File: config.mk
export PLATFORM = sky130hd
export DESIGN_NAME = pool_top
export DESIGN_NICKNAME = d
export VERILOG_FILES = /design/src/verilog/pool_pkg.sv /design/src/verilog/pool_if.sv /design/src/verilog/map_fetch.sv /design/src/verilog/max_reduce.sv /design/src/verilog/nbr_gather.sv /design/src/verilog/pool_ctrl.sv /design/src/verilog/pool_top.sv
export VERILOG_INCLUDE_DIRS = /design/src /design/src/verilog
export SDC_FILE = /design/constraint.sdc
export NUM_CORES = 1
export LEC_CHECK = 0
export BUFFER_PORTS_ARGS = -buffer_cell sky130_fd_sc_hd__buf_2
export CAP_MARGIN = 20
export CORE_UTILIZATION = 64
export DETAILED_ROUTE_END_ITERATION = 8
export PLACE_DENSITY = 0.95
export SLEW_MARGIN = 5
export SYNTH_ARGS = -nofsm -noshare
export SYNTH_HDL_FRONTEND = slang
export SYNTH_SLANG_ARGS = --single-unit
File: constraint.sdc
create_clock -name clk -period 13.8 [get_ports clk]
set_input_delay 0 -clock clk [delete_from_list [all_inputs] [get_ports clk]]
set_output_delay 0 -clock clk [all_outputs]
set_load 0.02 [all_outputs]
File: src/verilog/pool_macros.svh
// Widths and counts shared across the neighbor max-pooling design
`ifndef POOL_MACROS_SVH
`define POOL_MACROS_SVH

// Addresses and point indices
`define POOL_IDX_W      16

// One activation and the lanes packed into a feature word
`define POOL_ACT_W      8
`define POOL_LANES      4

// Neighbor slots per map and the width of a map memory word
`define POOL_MAP_SLOTS  8
`define POOL_SRAM_W     64

// Map words needed to carry one full neighbor map
`define POOL_MAP_WORDS  ((`POOL_MAP_SLOTS * `POOL_IDX_W) / `POOL_SRAM_W)

// Neighbor count, 1 to 8
`define POOL_K_W        4

// Channel-group count
`define POOL_GRP_W      4

`endif

File: src/verilog/pool_pkg.sv
// Vector typedefs and the control state enum
`include "pool_macros.svh"

package pool_pkg;

    // ==============================
    // Data widths
    // ==============================
    typedef logic [`POOL_IDX_W-1:0] idx_t;
    typedef logic [`POOL_ACT_W-1:0] act_t;

    // Lane 0 sits in the low bits
    typedef logic [`POOL_LANES*`POOL_ACT_W-1:0] lane_vec_t;

    typedef logic [`POOL_SRAM_W-1:0] sram_word_t;

    // Slot 0 in the low bits, one index per slot
    typedef logic [`POOL_MAP_SLOTS*`POOL_IDX_W-1:0] nbr_map_t;

    // ==============================
    // Loop counters
    // ==============================
    typedef logic [`POOL_K_W-1:0]   k_cnt_t;
    typedef logic [`POOL_GRP_W-1:0] grp_cnt_t;

    // Job control FSM
    typedef enum logic {
        IDLE,
        RUN
    } ctrl_state_t;

endpackage

File: src/verilog/pool_if.sv
// Job configuration interface and neighbor-map handover interface

interface cfg_if;
    import pool_pkg::*;

    idx_t     nip;
    k_cnt_t   k;
    grp_cnt_t n_grp;
    idx_t     map_base;
    idx_t     ofm_rd_base;
    idx_t     ofm_wr_base;

    modport cfg_src (output nip, k, n_grp, map_base, ofm_rd_base, ofm_wr_base);
    modport cfg_snk (input  nip, k, n_grp, map_base, ofm_rd_base, ofm_wr_base);
endinterface

interface nbr_if;
    import pool_pkg::*;

    logic     vld;
    logic     rdy;
    nbr_map_t map;
    idx_t     point;

    modport nbr_src (output vld, map, point, input  rdy);
    modport nbr_snk (input  vld, map, point, output rdy);
endinterface

File: src/verilog/map_fetch.sv
// Map read channel: per-point address generation and
// serial-to-parallel assembly of map words into a neighbor map
`include "pool_macros.svh"

module map_fetch (
    input  logic                 clk,
    input  logic                 rst_n,
    input  logic                 running,
    cfg_if.cfg_snk               cfg,
    output pool_pkg::idx_t       map_rd_addr,
    output logic                 map_rd_addr_vld,
    input  logic                 map_rd_addr_rdy,
    input  logic                 map_rd_dat_vld,
    input  pool_pkg::sram_word_t map_rd_dat,
    output logic                 map_rd_dat_rdy,
    nbr_if.nbr_src               nbr
);
    import pool_pkg::*;

    localparam int WORD_W = $clog2(`POOL_MAP_WORDS);

    idx_t              pt_cnt;
    logic [WORD_W-1:0] addr_word;
    logic [WORD_W-1:0] dat_word;
    logic              addr_done;
    logic              map_full;
    nbr_map_t          map_buf;
    logic              addr_hs;
    logic              dat_hs;
    logic              nbr_hs;
    logic              last_pt;

    assign addr_hs = map_rd_addr_vld && map_rd_addr_rdy;
    assign dat_hs  = map_rd_dat_vld && map_rd_dat_rdy;
    assign nbr_hs  = nbr.vld && nbr.rdy;
    assign last_pt = (pt_cnt == cfg.nip - idx_t'(1));

    assign map_rd_addr_vld = running && !addr_done;
    assign map_rd_addr     = cfg.map_base + pt_cnt * idx_t'(`POOL_MAP_WORDS) + idx_t'(addr_word);
    // Buffer holds one map; stall returns until it is handed over
    assign map_rd_dat_rdy  = running && !map_full;

    assign nbr.vld   = map_full;
    assign nbr.map   = map_buf;
    assign nbr.point = pt_cnt;

    // ==============================
    // Address side
    // ==============================
    always_ff @(posedge clk or negedge rst_n) begin
        if (!rst_n) begin
            pt_cnt    <= '0;
            addr_word <= '0;
            addr_done <= 1'b0;
        end else if (!running) begin
            pt_cnt    <= '0;
            addr_word <= '0;
            addr_done <= 1'b0;
        end else begin
            if (addr_hs) begin
                if (addr_word == WORD_W'(`POOL_MAP_WORDS - 1)) begin
                    addr_word <= '0;
                    addr_done <= 1'b1;
                end else begin
                    addr_word <= addr_word + 1'b1;
                end
            end
            // Next point starts once the previous map has left
            if (nbr_hs && !last_pt) begin
                pt_cnt    <= pt_cnt + idx_t'(1);
                addr_done <= 1'b0;
            end
        end
    end

    // ==============================
    // Data side
    // ==============================
    always_ff @(posedge clk or negedge rst_n) begin
        if (!rst_n) begin
            dat_word <= '0;
            map_full <= 1'b0;
        end else if (!running) begin
            dat_word <= '0;
            map_full <= 1'b0;
        end else if (dat_hs) begin
            if (dat_word == WORD_W'(`POOL_MAP_WORDS - 1)) begin
                dat_word <= '0;
                map_full <= 1'b1;
            end else begin
                dat_word <= dat_word + 1'b1;
            end
        end else if (nbr_hs) begin
            map_full <= 1'b0;
        end
    end

    // Word 0 shifts down into the low slots
    always_ff @(posedge clk) begin
        if (dat_hs) begin
            map_buf <= {map_rd_dat, map_buf[$bits(nbr_map_t)-1:`POOL_SRAM_W]};
        end
    end

endmodule

File: src/verilog/max_reduce.sv
// Lane-wise max over K feature returns, result write channel
// and end-of-job detection
`include "pool_macros.svh"

module max_reduce (
    input  logic                clk,
    input  logic                rst_n,
    input  logic                running,
    cfg_if.cfg_snk              cfg,
    input  logic                ofm_rd_dat_vld,
    input  pool_pkg::lane_vec_t ofm_rd_dat,
    output logic                ofm_rd_dat_rdy,
    output pool_pkg::idx_t      ofm_wr_addr,
    output pool_pkg::lane_vec_t ofm_wr_dat,
    output logic                ofm_wr_vld,
    input  logic                ofm_wr_rdy,
    output logic                job_done
);
    import pool_pkg::*;

    k_cnt_t    ret_cnt;
    grp_cnt_t  g_cnt;
    idx_t      p_cnt;
    lane_vec_t lane_max;
    lane_vec_t lane_nxt;
    logic      rd_hs;
    logic      wr_hs;
    logic      g_last;
    logic      p_last;

    assign rd_hs  = ofm_rd_dat_vld && ofm_rd_dat_rdy;
    assign wr_hs  = ofm_wr_vld && ofm_wr_rdy;
    assign g_last = (g_cnt == cfg.n_grp - grp_cnt_t'(1));
    assign p_last = (p_cnt == cfg.nip - idx_t'(1));

    // Returns wait while a result is pending
    assign ofm_rd_dat_rdy = running && !ofm_wr_vld;
    assign ofm_wr_dat     = lane_max;
    assign ofm_wr_addr    = cfg.ofm_wr_base + p_cnt * idx_t'(cfg.n_grp) + idx_t'(g_cnt);
    assign job_done       = wr_hs && g_last && p_last;

    // ==============================
    // Compare lanes
    // ==============================
    always_comb begin
        act_t new_a;
        act_t old_a;
        for (int i = 0; i < `POOL_LANES; i++) begin
            new_a = ofm_rd_dat[i*`POOL_ACT_W +: `POOL_ACT_W];
            old_a = lane_max[i*`POOL_ACT_W +: `POOL_ACT_W];
            // First return of a group just loads
            lane_nxt[i*`POOL_ACT_W +: `POOL_ACT_W] =
                (ret_cnt == '0 || new_a > old_a) ? new_a : old_a;
        end
    end

    always_ff @(posedge clk) begin
        if (rd_hs) begin
            lane_max <= lane_nxt;
        end
    end

    // Return count, result valid, point and group position
    always_ff @(posedge clk or negedge rst_n) begin
        if (!rst_n) begin
            ret_cnt    <= '0;
            g_cnt      <= '0;
            p_cnt      <= '0;
            ofm_wr_vld <= 1'b0;
        end else if (!running) begin
            ret_cnt    <= '0;
            g_cnt      <= '0;
            p_cnt      <= '0;
            ofm_wr_vld <= 1'b0;
        end else if (rd_hs) begin
            if (ret_cnt == cfg.k - k_cnt_t'(1)) begin
                ret_cnt    <= '0;
                ofm_wr_vld <= 1'b1;
            end else begin
                ret_cnt <= ret_cnt + k_cnt_t'(1);
            end
        end else if (wr_hs) begin
            ofm_wr_vld <= 1'b0;
            if (g_last) begin
                g_cnt <= '0;
                p_cnt <= p_cnt + idx_t'(1);
            end else begin
                g_cnt <= g_cnt + grp_cnt_t'(1);
            end
        end
    end

endmodule

File: src/verilog/nbr_gather.sv
// Feature read address issue: group-outer, neighbor-inner loops
// over one held neighbor map
`include "pool_macros.svh"

module nbr_gather (
    input  logic           clk,
    input  logic           rst_n,
    input  logic           running,
    cfg_if.cfg_snk         cfg,
    nbr_if.nbr_snk         nbr,
    output pool_pkg::idx_t ofm_rd_addr,
    output logic           ofm_rd_addr_vld,
    input  logic           ofm_rd_addr_rdy
);
    import pool_pkg::*;

    nbr_map_t map_r;
    logic     held;
    logic     pt_last;
    logic     all_issued;
    k_cnt_t   j_cnt;
    grp_cnt_t g_cnt;
    idx_t     slot_idx;
    logic     addr_hs;
    logic     j_last;
    logic     g_last;
    logic     map_end;
    logic     nbr_hs;

    assign addr_hs = ofm_rd_addr_vld && ofm_rd_addr_rdy;
    assign j_last  = (j_cnt == cfg.k - k_cnt_t'(1));
    assign g_last  = (g_cnt == cfg.n_grp - grp_cnt_t'(1));
    assign map_end = addr_hs && j_last && g_last;

    // Take a new map when empty or as the last address goes out
    assign nbr.rdy = running && !all_issued && (!held || map_end);
    assign nbr_hs  = nbr.vld && nbr.rdy;

    assign slot_idx        = map_r[j_cnt*`POOL_IDX_W +: `POOL_IDX_W];
    assign ofm_rd_addr     = cfg.ofm_rd_base + slot_idx * idx_t'(cfg.n_grp) + idx_t'(g_cnt);
    assign ofm_rd_addr_vld = running && held;

    always_ff @(posedge clk or negedge rst_n) begin
        if (!rst_n) begin
            held       <= 1'b0;
            pt_last    <= 1'b0;
            all_issued <= 1'b0;
            j_cnt      <= '0;
            g_cnt      <= '0;
        end else if (!running) begin
            held       <= 1'b0;
            pt_last    <= 1'b0;
            all_issued <= 1'b0;
            j_cnt      <= '0;
            g_cnt      <= '0;
        end else if (nbr_hs) begin
            held    <= 1'b1;
            pt_last <= (nbr.point == cfg.nip - idx_t'(1));
            j_cnt   <= '0;
            g_cnt   <= '0;
        end else if (map_end) begin
            held       <= 1'b0;
            all_issued <= pt_last;
        end else if (addr_hs) begin
            if (j_last) begin
                j_cnt <= '0;
                g_cnt <= g_cnt + grp_cnt_t'(1);
            end else begin
                j_cnt <= j_cnt + k_cnt_t'(1);
            end
        end
    end

    always_ff @(posedge clk) begin
        if (nbr_hs) begin
            map_r <= nbr.map;
        end
    end

endmodule

File: src/verilog/pool_ctrl.sv
// Configuration capture and the job control FSM

module pool_ctrl (
    input  logic               clk,
    input  logic               rst_n,
    input  logic               cfg_vld,
    output logic               cfg_rdy,
    input  pool_pkg::idx_t     cfg_nip,
    input  pool_pkg::k_cnt_t   cfg_k,
    input  pool_pkg::grp_cnt_t cfg_n_grp,
    input  pool_pkg::idx_t     cfg_map_base,
    input  pool_pkg::idx_t     cfg_ofm_rd_base,
    input  pool_pkg::idx_t     cfg_ofm_wr_base,
    input  logic               job_done,
    output logic               running,
    cfg_if.cfg_src             cfg
);
    import pool_pkg::*;

    ctrl_state_t state;
    ctrl_state_t state_nxt;
    logic        cfg_hs;

    assign cfg_rdy = (state == IDLE);
    assign running = (state == RUN);
    assign cfg_hs  = cfg_vld && cfg_rdy;

    // ==============================
    // FSM
    // ==============================
    always_comb begin
        state_nxt = state;
        case (state)
            IDLE:    if (cfg_hs) state_nxt = RUN;
            RUN:     if (job_done) state_nxt = IDLE;
            default: state_nxt = IDLE;
        endcase
    end

    always_ff @(posedge clk or negedge rst_n) begin
        if (!rst_n) begin
            state <= IDLE;
        end else begin
            state <= state_nxt;
        end
    end

    // Job parameters, held until the next handshake
    always_ff @(posedge clk) begin
        if (cfg_hs) begin
            cfg.nip         <= cfg_nip;
            cfg.k           <= cfg_k;
            cfg.n_grp       <= cfg_n_grp;
            cfg.map_base    <= cfg_map_base;
            cfg.ofm_rd_base <= cfg_ofm_rd_base;
            cfg.ofm_wr_base <= cfg_ofm_wr_base;
        end
    end

endmodule

File: src/verilog/pool_top.sv
// Pooling core top level: control, map fetch, gather and reduce

module pool_top (
    input  logic                 clk,
    input  logic                 rst_n,
    // Configuration
    input  logic                 cfg_vld,
    output logic                 cfg_rdy,
    input  pool_pkg::idx_t       cfg_nip,
    input  pool_pkg::k_cnt_t     cfg_k,
    input  pool_pkg::grp_cnt_t   cfg_n_grp,
    input  pool_pkg::idx_t       cfg_map_base,
    input  pool_pkg::idx_t       cfg_ofm_rd_base,
    input  pool_pkg::idx_t       cfg_ofm_wr_base,
    // Map read
    output pool_pkg::idx_t       map_rd_addr,
    output logic                 map_rd_addr_vld,
    input  logic                 map_rd_addr_rdy,
    input  logic                 map_rd_dat_vld,
    input  pool_pkg::sram_word_t map_rd_dat,
    output logic                 map_rd_dat_rdy,
    // Feature read
    output pool_pkg::idx_t       ofm_rd_addr,
    output logic                 ofm_rd_addr_vld,
    input  logic                 ofm_rd_addr_rdy,
    input  logic                 ofm_rd_dat_vld,
    input  pool_pkg::lane_vec_t  ofm_rd_dat,
    output logic                 ofm_rd_dat_rdy,
    // Result write
    output pool_pkg::idx_t       ofm_wr_addr,
    output pool_pkg::lane_vec_t  ofm_wr_dat,
    output logic                 ofm_wr_vld,
    input  logic                 ofm_wr_rdy
);

    logic running;
    logic job_done;

    cfg_if u_cfg ();
    nbr_if u_nbr ();

    pool_ctrl u_ctrl (
        .clk, .rst_n, .cfg_vld, .cfg_rdy, .cfg_nip, .cfg_k, .cfg_n_grp,
        .cfg_map_base, .cfg_ofm_rd_base, .cfg_ofm_wr_base,
        .job_done, .running, .cfg (u_cfg.cfg_src)
    );

    map_fetch u_map (
        .clk, .rst_n, .running, .cfg (u_cfg.cfg_snk),
        .map_rd_addr, .map_rd_addr_vld, .map_rd_addr_rdy,
        .map_rd_dat_vld, .map_rd_dat, .map_rd_dat_rdy, .nbr (u_nbr.nbr_src)
    );

    nbr_gather u_gather (
        .clk, .rst_n, .running, .cfg (u_cfg.cfg_snk), .nbr (u_nbr.nbr_snk),
        .ofm_rd_addr, .ofm_rd_addr_vld, .ofm_rd_addr_rdy
    );

    max_reduce u_reduce (
        .clk, .rst_n, .running, .cfg (u_cfg.cfg_snk),
        .ofm_rd_dat_vld, .ofm_rd_dat, .ofm_rd_dat_rdy,
        .ofm_wr_addr, .ofm_wr_dat, .ofm_wr_vld, .ofm_wr_rdy, .job_done
    );

endmodule
==> run metrics, run 1 <==
drt wl/cell 21.76 µm; Worst Skew 23.93 ps; leakage power 10.90 nW; relative slew slack 0.2687; met2 routed wirelength 29080 µm; Worst Path Max Fanout 36; post-synth top area share 0.4950; register area 12240 µm²; Total Neg Setup Slack 0 ps; cell type with the largest total area after synthesis sky130_fd_sc_hd__edfxtp_1; pwr dens 198.1 nW/µm²; ratio of cells with drive above 1 in the final layout 0.1841; number of slew-limit violations in the final report 0; Post-Synthesis Cells 1663; DRC 0; number of vias per cell after detailed routing 5.896; fin crit share 0.4958; Critical Setup Path Class register to primary output; Post-Synthesis Net Count 2037; final weighted congestion in routability-driven placement 0.9134; post-cts resize count 0; Synthesis Warnings 0; Hold Path Sink u_reduce.ret_cnt[1]; internal reg-to-reg setup slack 8800 ps; EDFF count, synth 360; detailed-routed wire length on met3 3871 µm; number of hold violations in the final report 0; I/O pins 262; count of H-tree levels built during CTS 2; TritonCTS Buffers 43; footprint of the multi-input gates 8676 µm²; global-route usage over all layers 0.3258; number of placement rows 67; Chip Width 186.7 µm; Synth async-reset ratio 0.1367; DR pass1 iterations 9; clock tree from TritonCTS built; startpoint class of the critical path register; depth of the worst register-to-register path 10; core area 33530 µm²; Post-layout nets 2469; RSZ-0062 raised after global routing false; hold buffer count at CTS 174; Min-Delay Path Class primary input to register; required arrival time at the worst endpoint 13800 ps; vias in the first global route 16020; crit path DAT 6840 ps; Reg-to-Reg End u_gather.map_r[63]; max-cap check violation count 0; routed via count 15210; sequential share of the synthesized area 0.5603; clock input transition at the sequential cells of the worst setup and hold paths 60 ps; first-pass GRT wire length 86740 µm; floorplan die height 186.7 µm; final global-route overflow total 0; kind of capture point of the worst setup path primary output; remaining antenna violation count after routing 0; total of flip-flops plus latches after synthesis 417; port buffer count 261; number of cells on the worst hold path 3; number of buffers added for setup after CTS 0; maximum number of pins on one net before global-route repair 90; Peak VDD IR 0.4249 mV; dominant register cell in the synthesized netlist sky130_fd_sc_hd__edfxtp_1; unique cell type count in the Yosys netlist 74; starting utilization of the core area 0.6513; Worst Max-Slew Pin Slew 1097 ps; die area 34870 µm²; critical register-to-register path startpoint u_ctrl.cfg.n_grp[0]; total setup violations reported at the end of the flow 0; largest cells by area after synthesis sky130_fd_sc_hd__edfxtp_1 49%, sky130_fd_sc_hd__fa_1 7.8%, sky130_fd_sc_hd__dfrtp_1 6.5%; startpoint of the lowest-slack hold path ofm_rd_dat_vld; buffer cell driving the clock tree root sky130_fd_sc_hd__clkbuf_16; syn avg cell area 13.13 µm²; run status finished clean; number of DRC markers after the initial detailed-route iteration 1299; leading cell types by count after synthesis 360 x sky130_fd_sc_hd__edfxtp_1, 180 x sky130_fd_sc_hd__inv_1, 113 x sky130_fd_sc_hd__ha_1; wl on met1 20200 µm; worst skew pair latency 570 ps; TritonCTS Sinks 417; most instantiated library cell after synthesis sky130_fd_sc_hd__edfxtp_1; area delta synth->final 22.34%; time the final worst path needs with I/O delays and setup 6842 ps; maximum number of buffers from clock root to sink 3; half-perimeter wire length of the detailed placement result 34200 µm; detailed-route wire length 56110 µm; post-synthesis instance area 21840 µm²; antenna violations before repair 2; Max Clock Freq 146.1 MHz; highest metal layer with signal wires met4; total power 5.293 mW; fill cell instance count of the final layout 1803
==> placed cells by master, fill, tap and decap left out, drive strengths merged, types with 7 or more instances in the layout <==
| cell | instances |
|---|---|
| nand4 | 17 |
| and3 | 15 |
| nor4 | 7 |
| and2 | 50 |
| a31oi | 7 |
| xor2 | 37 |
| nor2b | 18 |
| nor3 | 50 |
| o31ai | 7 |
| nand2b | 22 |
| nor2 | 85 |
| or3 | 17 |
| a21o | 12 |
| mux2i | 26 |
| clkinv | 14 |
| nand3 | 37 |
| inv | 185 |
| a21oi | 53 |
| fa | 85 |
| o21a | 8 |
| dlygate4sd3 | 174 |
| mux4 | 32 |
| clkbuf | 53 |
| dfrtp | 57 |
| xnor2 | 86 |
| o41ai | 7 |
| nand2 | 104 |
| ha | 113 |
| edfxtp | 360 |
| o21ai | 43 |
| buf | 275 |
==> cell families after synthesis <==
logic type	synth area share
AND/OR/NAND/NOR	0.1047
AO/OA/AOI/OAI	0.05139
buffers and inverters	0.04314
XOR/XNOR	0.05242
flip-flops	0.5603
adder cells (fa/ha/maj)	0.1427
multiplexers	0.04543
==> critical path, cell delays in order, from the launching register on <==
cell and delay (ps):
sky130_fd_sc_hd__dfrtp_2 340, sky130_fd_sc_hd__buf_4 590, sky130_fd_sc_hd__mux4_2 620, sky130_fd_sc_hd__mux2i_1 420, sky130_fd_sc_hd__nor2_1 120, sky130_fd_sc_hd__and2_1 200, sky130_fd_sc_hd__fa_1 530, sky130_fd_sc_hd__fa_1 570
sky130_fd_sc_hd__inv_1 60, sky130_fd_sc_hd__fa_1 530, sky130_fd_sc_hd__inv_1 50, sky130_fd_sc_hd__ha_1 330, sky130_fd_sc_hd__nor2b_1 150, sky130_fd_sc_hd__o21ai_0 170, sky130_fd_sc_hd__nand2b_1 110, sky130_fd_sc_hd__a21o_1 210
sky130_fd_sc_hd__a31o_2 260, sky130_fd_sc_hd__and4_1 220, sky130_fd_sc_hd__o31ai_1 310, sky130_fd_sc_hd__xnor2_1 220, sky130_fd_sc_hd__buf_2 240
==> area by class of cell <==
type | instances | share of cell area
Antenna cell | 2 | 0.0001873
Clock buffer | 53 | 0.04168
Clock inverter | 26 | 0.009413
Inverter | 181 | 0.02543
Multi-Input combinational cell | 1003 | 0.3247
Sequential cell | 417 | 0.4581
Tap cell | 448 | 0.02098
Timing Repair Buffer | 449 | 0.1195
==> layer usage <==
layer | vias up | global-route usage
met5 | - | 0
met4 | 0 | 0.1762
met3 | 207 | 0.06432
met2 | 817 | 0.5708
met1 | 7433 | 0.3783
li1 | 6748 | -
==> metrics by stage <==
step / hold slack (ps) / utilization / instances / setup WS (ps) / area [µm²]
2_1_floorplan: -295.6 / - / 1663 / 7560 / 21840
3_3_place_gp: 176.1 / 0.7024 / 2322 / 7902 / 23550
3_5_place_dp: 178.1 / 0.7024 / 2322 / 7699 / 23550
4_1_cts: 25.76 / 0.7950 / 2575 / 7004 / 26660
5_1_grt: 81.64 / 0.7968 / 2579 / 6706 / 26720
6_report: 45.07 / 0.7968 / 2579 / 6958 / 26720
==> sequential cells by signal, indices dropped and copies added, names as in the netlist, 4 cells and up <==
register	count
u_gather.map_r	128
u_map.nbr.map	128
u_reduce.ofm_wr_dat	32
u_ctrl.cfg.map_base	16
u_ctrl.cfg.nip	16
u_ctrl.cfg.ofm_rd_base	16
u_ctrl.cfg.ofm_wr_base	16
u_map.nbr.point	16
u_reduce.p_cnt	16
u_ctrl.cfg.k	4
u_ctrl.cfg.n_grp	4
u_gather.g_cnt	4
u_gather.j_cnt	4
u_reduce.g_cnt	4
u_reduce.ret_cnt	4
==> report_power, final <==
part           switching, mW  total (mW)  internal, mW  leakage, nW
registers              0.104        1.58          1.48         3.99
clock network          0.513        1.15         0.640        0.649
logic                   1.61        2.56         0.951         6.26
total                   2.23        5.29          3.07         10.9
==> worst max-delay path by stage <==
stage	start	end	slack, ps
CTS	u_gather.j_cnt[0]	ofm_rd_addr[14]	7000
finish	u_gather.j_cnt[0]	ofm_rd_addr[14]	6960
floorplan	u_gather.j_cnt[0]	ofm_rd_addr[15]	7560
global route	u_gather.j_cnt[0]	ofm_rd_addr[14]	6710
global placement	u_gather.j_cnt[0]	ofm_rd_addr[14]	7900
detailed placement	u_gather.j_cnt[0]	ofm_rd_addr[14]	7700
No activity file was read; power rests on OpenSTA's default activity.
==> run 2: changes to the inputs <==
- CORE_UTILIZATION: 64 -> 53
- PLACE_DENSITY: 0.95 -> 0.85
- clock period: 13.8 -> 6.2 ns (I/O delays scaled with it)
==> run 2 against run 1 <==
Against the previous run:
- clock power grew 130%
- routed wire length shrank 4.8%
- total power grew 130%
- hold slack gained 63 ps
- sequential power grew 120%
- combinational power grew 130%
- setup slack lost 6700 ps
- sequential share of layout area shrank 0.70 points
- core utilization shrank 12 points
- via count shrank 3.0%
- critical path depth shrank 1
==> run metrics, run 2 (synthesized netlist as in run 1, its figures left out) <==
run status finished clean; ratio of cells with drive above 1 in the final layout 0.1978 (+0.01364); maximum number of pins on one net before global-route repair 74 (-18%); TritonCTS Sinks 417 (unchanged); number of vias per cell after detailed routing 5.519 (-6.4%); highest-count cells in the layout ignoring fill and taps 360 x sky130_fd_sc_hd__edfxtp_1, 258 x sky130_fd_sc_hd__buf_2, 180 x sky130_fd_sc_hd__inv_1, 175 x sky130_fd_sc_hd__dlygate4sd3_1, 111 x sky130_fd_sc_hd__ha_1; Critical Setup Path Class register to primary output; antenna violations before repair 4 (+2); total placed cells including tap cells 2409 (+3.7%); Hold Path Sink u_map.nbr.map[112]; die area 42020 µm² (+21%); Reg-to-Reg End u_map.nbr.point[10]; pwr dens 444.1 nW/µm² (+120%); number of cells on the worst hold path 2 (-1); floorplan die height 205.0 µm (+9.8%); number of slew-limit violations in the final report 0 (unchanged); crit path DAT 5990 ps (-850 ps); clock tree from TritonCTS built; drt wl/cell 19.99 µm (-8.1%); starting utilization of the core area 0.5434 (-0.1079); worst hold slack after final layout 108.0 ps (+62.90 ps); time the final worst path needs with I/O delays and setup 5990 ps; Chip Width 205.0 µm (+9.8%); core area 40190 µm² (+20%); port buffer count 261 (unchanged); startpoint class of the critical path register; leakage power 11.02 nW (+1.1%); area delta synth->final 24.27%; leading cell type in the layout, fill and taps excluded sky130_fd_sc_hd__edfxtp_1; depth of the worst register-to-register path 9 (-1); TritonCTS Buffers 44 (+2.3%); fin crit share 0.9661; Non-Filler Instances 2673 (+3.6%); maximum number of buffers from clock root to sink 3 (unchanged); Worst Skew 36.98 ps (+13.05 ps); RSZ-0062 raised after global routing true; buffer cell driving the clock tree root sky130_fd_sc_hd__clkbuf_16; max-cap check violation count 0 (unchanged); internal reg-to-reg setup slack 2120 ps (-6680 ps); Min-Delay Path Class primary input to register; register area 12240 µm² (about the same); worst skew pair latency 600 ps (+30 ps); Peak VDD IR 0.6488 mV (+53%); first-pass GRT wire length 82080 µm (-5.4%); Worst Path Max Fanout 8 (-78%); final weighted congestion in routability-driven placement 0.9011 (-1.3%); total setup violations reported at the end of the flow 0 (unchanged); final global-route overflow total 0 (unchanged); fraction of the core area covered by cells at the end of the flow 0.6753 (-0.1214); count of H-tree levels built during CTS 2 (unchanged); startpoint of the lowest-slack hold path map_rd_dat[48]; vias in the first global route 15460 (-3.5%); required arrival time at the worst endpoint 6200 ps (-7600 ps); DRC 0 (unchanged); global-route usage over all layers 0.2581 (-0.06767); number of hold violations in the final report 0 (unchanged); Post-layout nets 2483 (+0.57%); remaining antenna violation count after routing 0 (unchanged); clock input transition at the sequential cells of the worst setup and hold paths 70 ps (about the same); footprint of the multi-input gates 8781 µm² (+1.2%); total power 12.05 mW (+130%); half-perimeter wire length of the detailed placement result 34890 µm (+2.0%); critical register-to-register path startpoint u_ctrl.cfg.n_grp[2]; kind of capture point of the worst setup path primary output; number of placement rows 73 (+9.0%); relative slew slack 0.3098 (+0.04111); detailed-route wire length 53420 µm (-4.8%); I/O pins 262 (unchanged); Max Clock Freq 167.0 MHz; fill cell instance count of the final layout 2763 (+53%); routed via count 14750 (-3.0%); DR pass1 iterations 6 (-3); number of DRC markers after the initial detailed-route iteration 1014 (-22%); Worst Max-Slew Pin Slew 1035 ps (-61.66 ps)
## run 2: cell count changes in the layout (fill, tap and decap cells not counted), moves of 3 or more
cell                       delta
sky130_fd_sc_hd__clkbuf_1     -4
sky130_fd_sc_hd__buf_2        -3
sky130_fd_sc_hd__mux2i_2      +4
sky130_fd_sc_hd__buf_4       +15
sky130_fd_sc_hd__mux2i_1      -6
## run 2: worst max path at each step
stage	from	end	slack [ps]
after floorplan	u_gather.j_cnt[0]	ofm_rd_addr[15]	10
after global placement	u_gather.j_cnt[0]	ofm_rd_addr[15]	520
final	u_gather.j_cnt[0]	ofm_rd_addr[15]	210
after detailed placement	u_gather.j_cnt[0]	ofm_rd_addr[15]	430
after CTS	u_gather.j_cnt[0]	ofm_rd_addr[14]	40
after global routing	u_gather.j_cnt[0]	ofm_rd_addr[15]	-60
## run 2: worst max-delay path, cell delays in order, from the launching register on
cell and delay [ps]:
sky130_fd_sc_hd__dfrtp_4 440, sky130_fd_sc_hd__buf_4 130, sky130_fd_sc_hd__buf_4 190, sky130_fd_sc_hd__mux4_2 520
sky130_fd_sc_hd__mux2i_1 310, sky130_fd_sc_hd__nor2_1 90, sky130_fd_sc_hd__and2_1 190, sky130_fd_sc_hd__fa_1 520
sky130_fd_sc_hd__fa_1 550, sky130_fd_sc_hd__inv_1 60, sky130_fd_sc_hd__fa_1 520, sky130_fd_sc_hd__inv_1 40
sky130_fd_sc_hd__ha_1 360, sky130_fd_sc_hd__and3_1 180, sky130_fd_sc_hd__a211o_1 320, sky130_fd_sc_hd__a21o_1 190
sky130_fd_sc_hd__a21oi_2 180, sky130_fd_sc_hd__o21ai_0 140, sky130_fd_sc_hd__xnor2_1 260, sky130_fd_sc_hd__buf_4 200
## run 2: layer usage
layer / GRT usage / routed length (µm)
met5: 0 / 13
met4: 0.1228 / 2396
met3: 0.04248 / 2814
met2: 0.4618 / 28190
met1: 0.3011 / 20010
## run 2: final cells by class
class | count | area share
sequential | 417 | 0.4511
antenna | 4 | 0.0003688
clock inverter | 30 | 0.01277
multi-input combinational | 1003 | 0.3235
tap | 525 | 0.02420
clock buffer | 51 | 0.04190
timing repair buffer | 462 | 0.1211
inverter | 181 | 0.02503
## run 2: stage by stage
step | setup TNS, ps | area, µm² | worst slack [ps]
floorplan | 0 | 21840 | 10.37
global placement | 0 | 23740 | 521.3
detailed placement | 0 | 23740 | 427.0
CTS | 0 | 27020 | 36.00
global route | -64.41 | 27140 | -64.41
finish | 0 | 27140 | 210.2
## run 2: where the power goes
part / internal, mW / leakage [nW] / switching (mW) / total (mW)
clock network: 1.55 / 0.705 / 1.16 / 2.70
logic: 2.30 / 6.33 / 3.52 / 5.82
registers: 3.29 / 3.99 / 0.246 / 3.53
total: 7.13 / 11.0 / 4.92 / 12.1
## run 2: repair_timing
item / 4_1_cts / 5_1_grt
hold buffers: 175 / 0
buffers inserted: 4 / 0
endpoints found under the setup margin: 3 / 4
hold endpoints to repair: 248 / 0
resized for setup: 2 / 20
pin swaps: 0 / 3
==> run 3: changes to the inputs <==
- CORE_MARGIN: not set -> 8
- MAX_ROUTING_LAYER: not set -> met4
==> run 3 against run 2 <==
Against the previous run:
- non-clock buffer count did not move
- total power is 0.55% higher
- global-route usage is 2.3 points lower
- first-iteration DRC count unchanged
- setup slack got worse by 24 ps
- via count rose by 0.54%
- sequential power about the same
- combinational power is essentially flat
- final cell count is 0.15% higher
==> run metrics, run 3 (synthesized netlist as in run 1, its figures left out) <==
vias in the first global route 15830 (+2.4%); remaining antenna violation count after routing 0 (unchanged); worst skew pair latency 580 ps (-20 ps); number of vias per cell after detailed routing 5.540 (+0.39%); port buffer count 261 (unchanged); startpoint class of the critical path register; antenna violations before repair 5 (+1); Worst Path Max Fanout 8 (unchanged); maximum number of pins on one net before global-route repair 129 (+74%); highest-count cells in the layout ignoring fill and taps 360 x sky130_fd_sc_hd__edfxtp_1, 258 x sky130_fd_sc_hd__buf_2, 180 x sky130_fd_sc_hd__inv_1, 174 x sky130_fd_sc_hd__dlygate4sd3_1, 113 x sky130_fd_sc_hd__ha_1; clock input transition at the sequential cells of the worst setup and hold paths 60 ps (about the same); max-cap check violation count 0 (unchanged); Max Clock Freq 166.3 MHz (-0.41%); global-route usage over all layers 0.2347 (-0.02343); crit path capture ofm_rd_addr[15]; die area 47960 µm² (+14%); leakage power 11.04 nW (+0.12%); fin crit share 0.9700 (+0.003929); pwr dens 446.2 nW/µm² (+0.46%); half-perimeter wire length of the detailed placement result 36200 µm (+3.8%); TritonCTS Buffers 43 (-2.3%); final global-route overflow total 0 (unchanged); number of placement rows 74 (+1.4%); area delta synth->final 24.39% (about the same); kind of capture point of the worst setup path primary output; minimum setup slack after placement 439.8 ps (+12.86 ps); maximum number of buffers from clock root to sink 3 (unchanged); drt wl/cell 20.53 µm (+2.7%); time the final worst path needs with I/O delays and setup 6014 ps (+24.36 ps); clock tree from TritonCTS built; detailed-route wire length 54970 µm (+2.9%); routed via count 14830 (+0.54%); TritonCTS Sinks 417 (unchanged); post-route setup slack 185.8 ps (-24.36 ps); crit path DAT 6010 ps (+20 ps); Chip Width 219.0 µm (+6.8%); Total Neg Setup Slack 0 ps (unchanged); first-pass GRT wire length 84730 µm (+3.2%); leading cell type in the layout, fill and taps excluded sky130_fd_sc_hd__edfxtp_1; internal reg-to-reg setup slack 2220 ps (+100 ps); run status finished clean; final weighted congestion in routability-driven placement 0.9327 (+3.5%); Min-Delay Path Class primary input to async pin; ratio of cells with drive above 1 in the final layout 0.1970 (-0.0007560); Reg-to-Reg End u_map.nbr.point[4]; count of H-tree levels built during CTS 2 (unchanged); total setup violations reported at the end of the flow 0 (unchanged); Worst Skew 21.96 ps (-15.03 ps); buffer cell driving the clock tree root sky130_fd_sc_hd__clkbuf_16; depth of the worst register-to-register path 8 (-1); core area 40740 µm² (+1.4%); number of hold violations in the final report 0 (unchanged); required arrival time at the worst endpoint 6200 ps (about the same); Peak VDD IR 1.391 mV (+110%); floorplan die height 219.0 µm (+6.8%); Post-layout nets 2482 (-0.040%); Worst Max-Slew Pin Slew 1109 ps (+74.21 ps); starting utilization of the core area 0.5361 (-0.007344); relative slew slack 0.2604 (-0.04947); fill cell instance count of the final layout 2767 (+0.14%); Critical Setup Path Class register to primary output; I/O pins 262 (unchanged); DR pass1 iterations 8 (+2); critical register-to-register path startpoint u_ctrl.cfg.nip[3]; crit path from u_gather.j_cnt[0]; DRC 0 (unchanged); number of slew-limit violations in the final report 0 (unchanged); number of DRC markers after the initial detailed-route iteration 1014 (unchanged)
[run 3: changes by cell type in the layout (fill, tap and decap cells not counted), moves of 3 or more]
cell and delta:
sky130_fd_sc_hd__inv_6 -3, sky130_fd_sc_hd__diode_2 +4, sky130_fd_sc_hd__buf_4 -3, sky130_fd_sc_hd__bufinv_16 +4
[run 3: worst min path at each step]
stage                           startpoint                       to  slack (ps)
after floorplan                      rst_n           u_ctrl.running        -300
after global placement    cfg_map_base[14]  u_ctrl.cfg.map_base[14]         180
after detailed placement   cfg_map_base[5]   u_ctrl.cfg.map_base[5]         180
after CTS                   ofm_rd_dat_vld      u_reduce.ret_cnt[1]          50
after global routing        ofm_rd_dat_vld      u_reduce.ret_cnt[1]         110
final                                rst_n      u_map.nbr.point[13]         120
[run 3: report_power, final]
| group | switching (mW) | total, mW | internal, mW |
|---|---|---|---|
| Combinational | 3.54 | 5.82 | 2.28 |
| Clock | 1.11 | 2.76 | 1.65 |
| Sequential | 0.251 | 3.54 | 3.29 |
[run 3: metal layers]
metal,global-route usage,wire length [µm],part of all wire
met2,0.4054,28510,0.52
met5,-,0,0
met3,0.03800,3475,0.063
met1,0.2652,20330,0.37
met4,0.1117,2658,0.048
[run 3: what timing repair did]
| item | 4_1_cts | 5_1_grt |
|---|---|---|
| resized for setup | 3 | 25 |
| pin swaps | 1 | 3 |
| hold buffers | 174 | 0 |
| setup endpoints to repair | 4 | 4 |
| buffers inserted | 3 | 0 |
| endpoints found under the hold margin | 240 | 0 |
[run 3: critical path, stage by stage (launching register included)]
cell	delay [ps]
sky130_fd_sc_hd__dfrtp_2	490
sky130_fd_sc_hd__buf_8	180
sky130_fd_sc_hd__buf_6	170
sky130_fd_sc_hd__mux4_2	510
sky130_fd_sc_hd__mux2i_1	280
sky130_fd_sc_hd__nor2_1	110
sky130_fd_sc_hd__and2_1	230
sky130_fd_sc_hd__fa_1	530
sky130_fd_sc_hd__fa_1	560
sky130_fd_sc_hd__inv_1	60
sky130_fd_sc_hd__fa_1	520
sky130_fd_sc_hd__inv_1	40
sky130_fd_sc_hd__ha_1	370
sky130_fd_sc_hd__and3_1	180
sky130_fd_sc_hd__a211o_1	320
sky130_fd_sc_hd__a21o_1	210
sky130_fd_sc_hd__a21oi_2	170
sky130_fd_sc_hd__o21ai_0	140
sky130_fd_sc_hd__xnor2_1	190
sky130_fd_sc_hd__buf_4	180
[run 3: final cells by class]
cell class / instances / area (µm²) / share of cell area
diodes: 8 / 20.02 / 0.0007369
clock buffers: 47 / 1091 / 0.04016
clock inverters: 27 / 390.4 / 0.01437
inverters: 181 / 679.4 / 0.02501
multi-input cells: 1003 / 8765 / 0.3226
flip-flops and latches: 417 / 12240 / 0.4506
well taps: 532 / 665.6 / 0.02450
repair buffers: 462 / 3313 / 0.1220
[run 3: through the flow]
stage,cells,hold slack [ps],area [µm²],util,power [mW]
floorplan,1663,-295.6,21840,-,7.122
global placement,2417,176.2,23750,0.5830,8.728
detailed placement,2417,178.1,23750,0.5830,8.893
CTS,2668,52.23,27010,0.6629,11.83
global route,2674,109.1,27160,0.6666,12.84
finish,2677,116.1,27170,0.6668,12.12
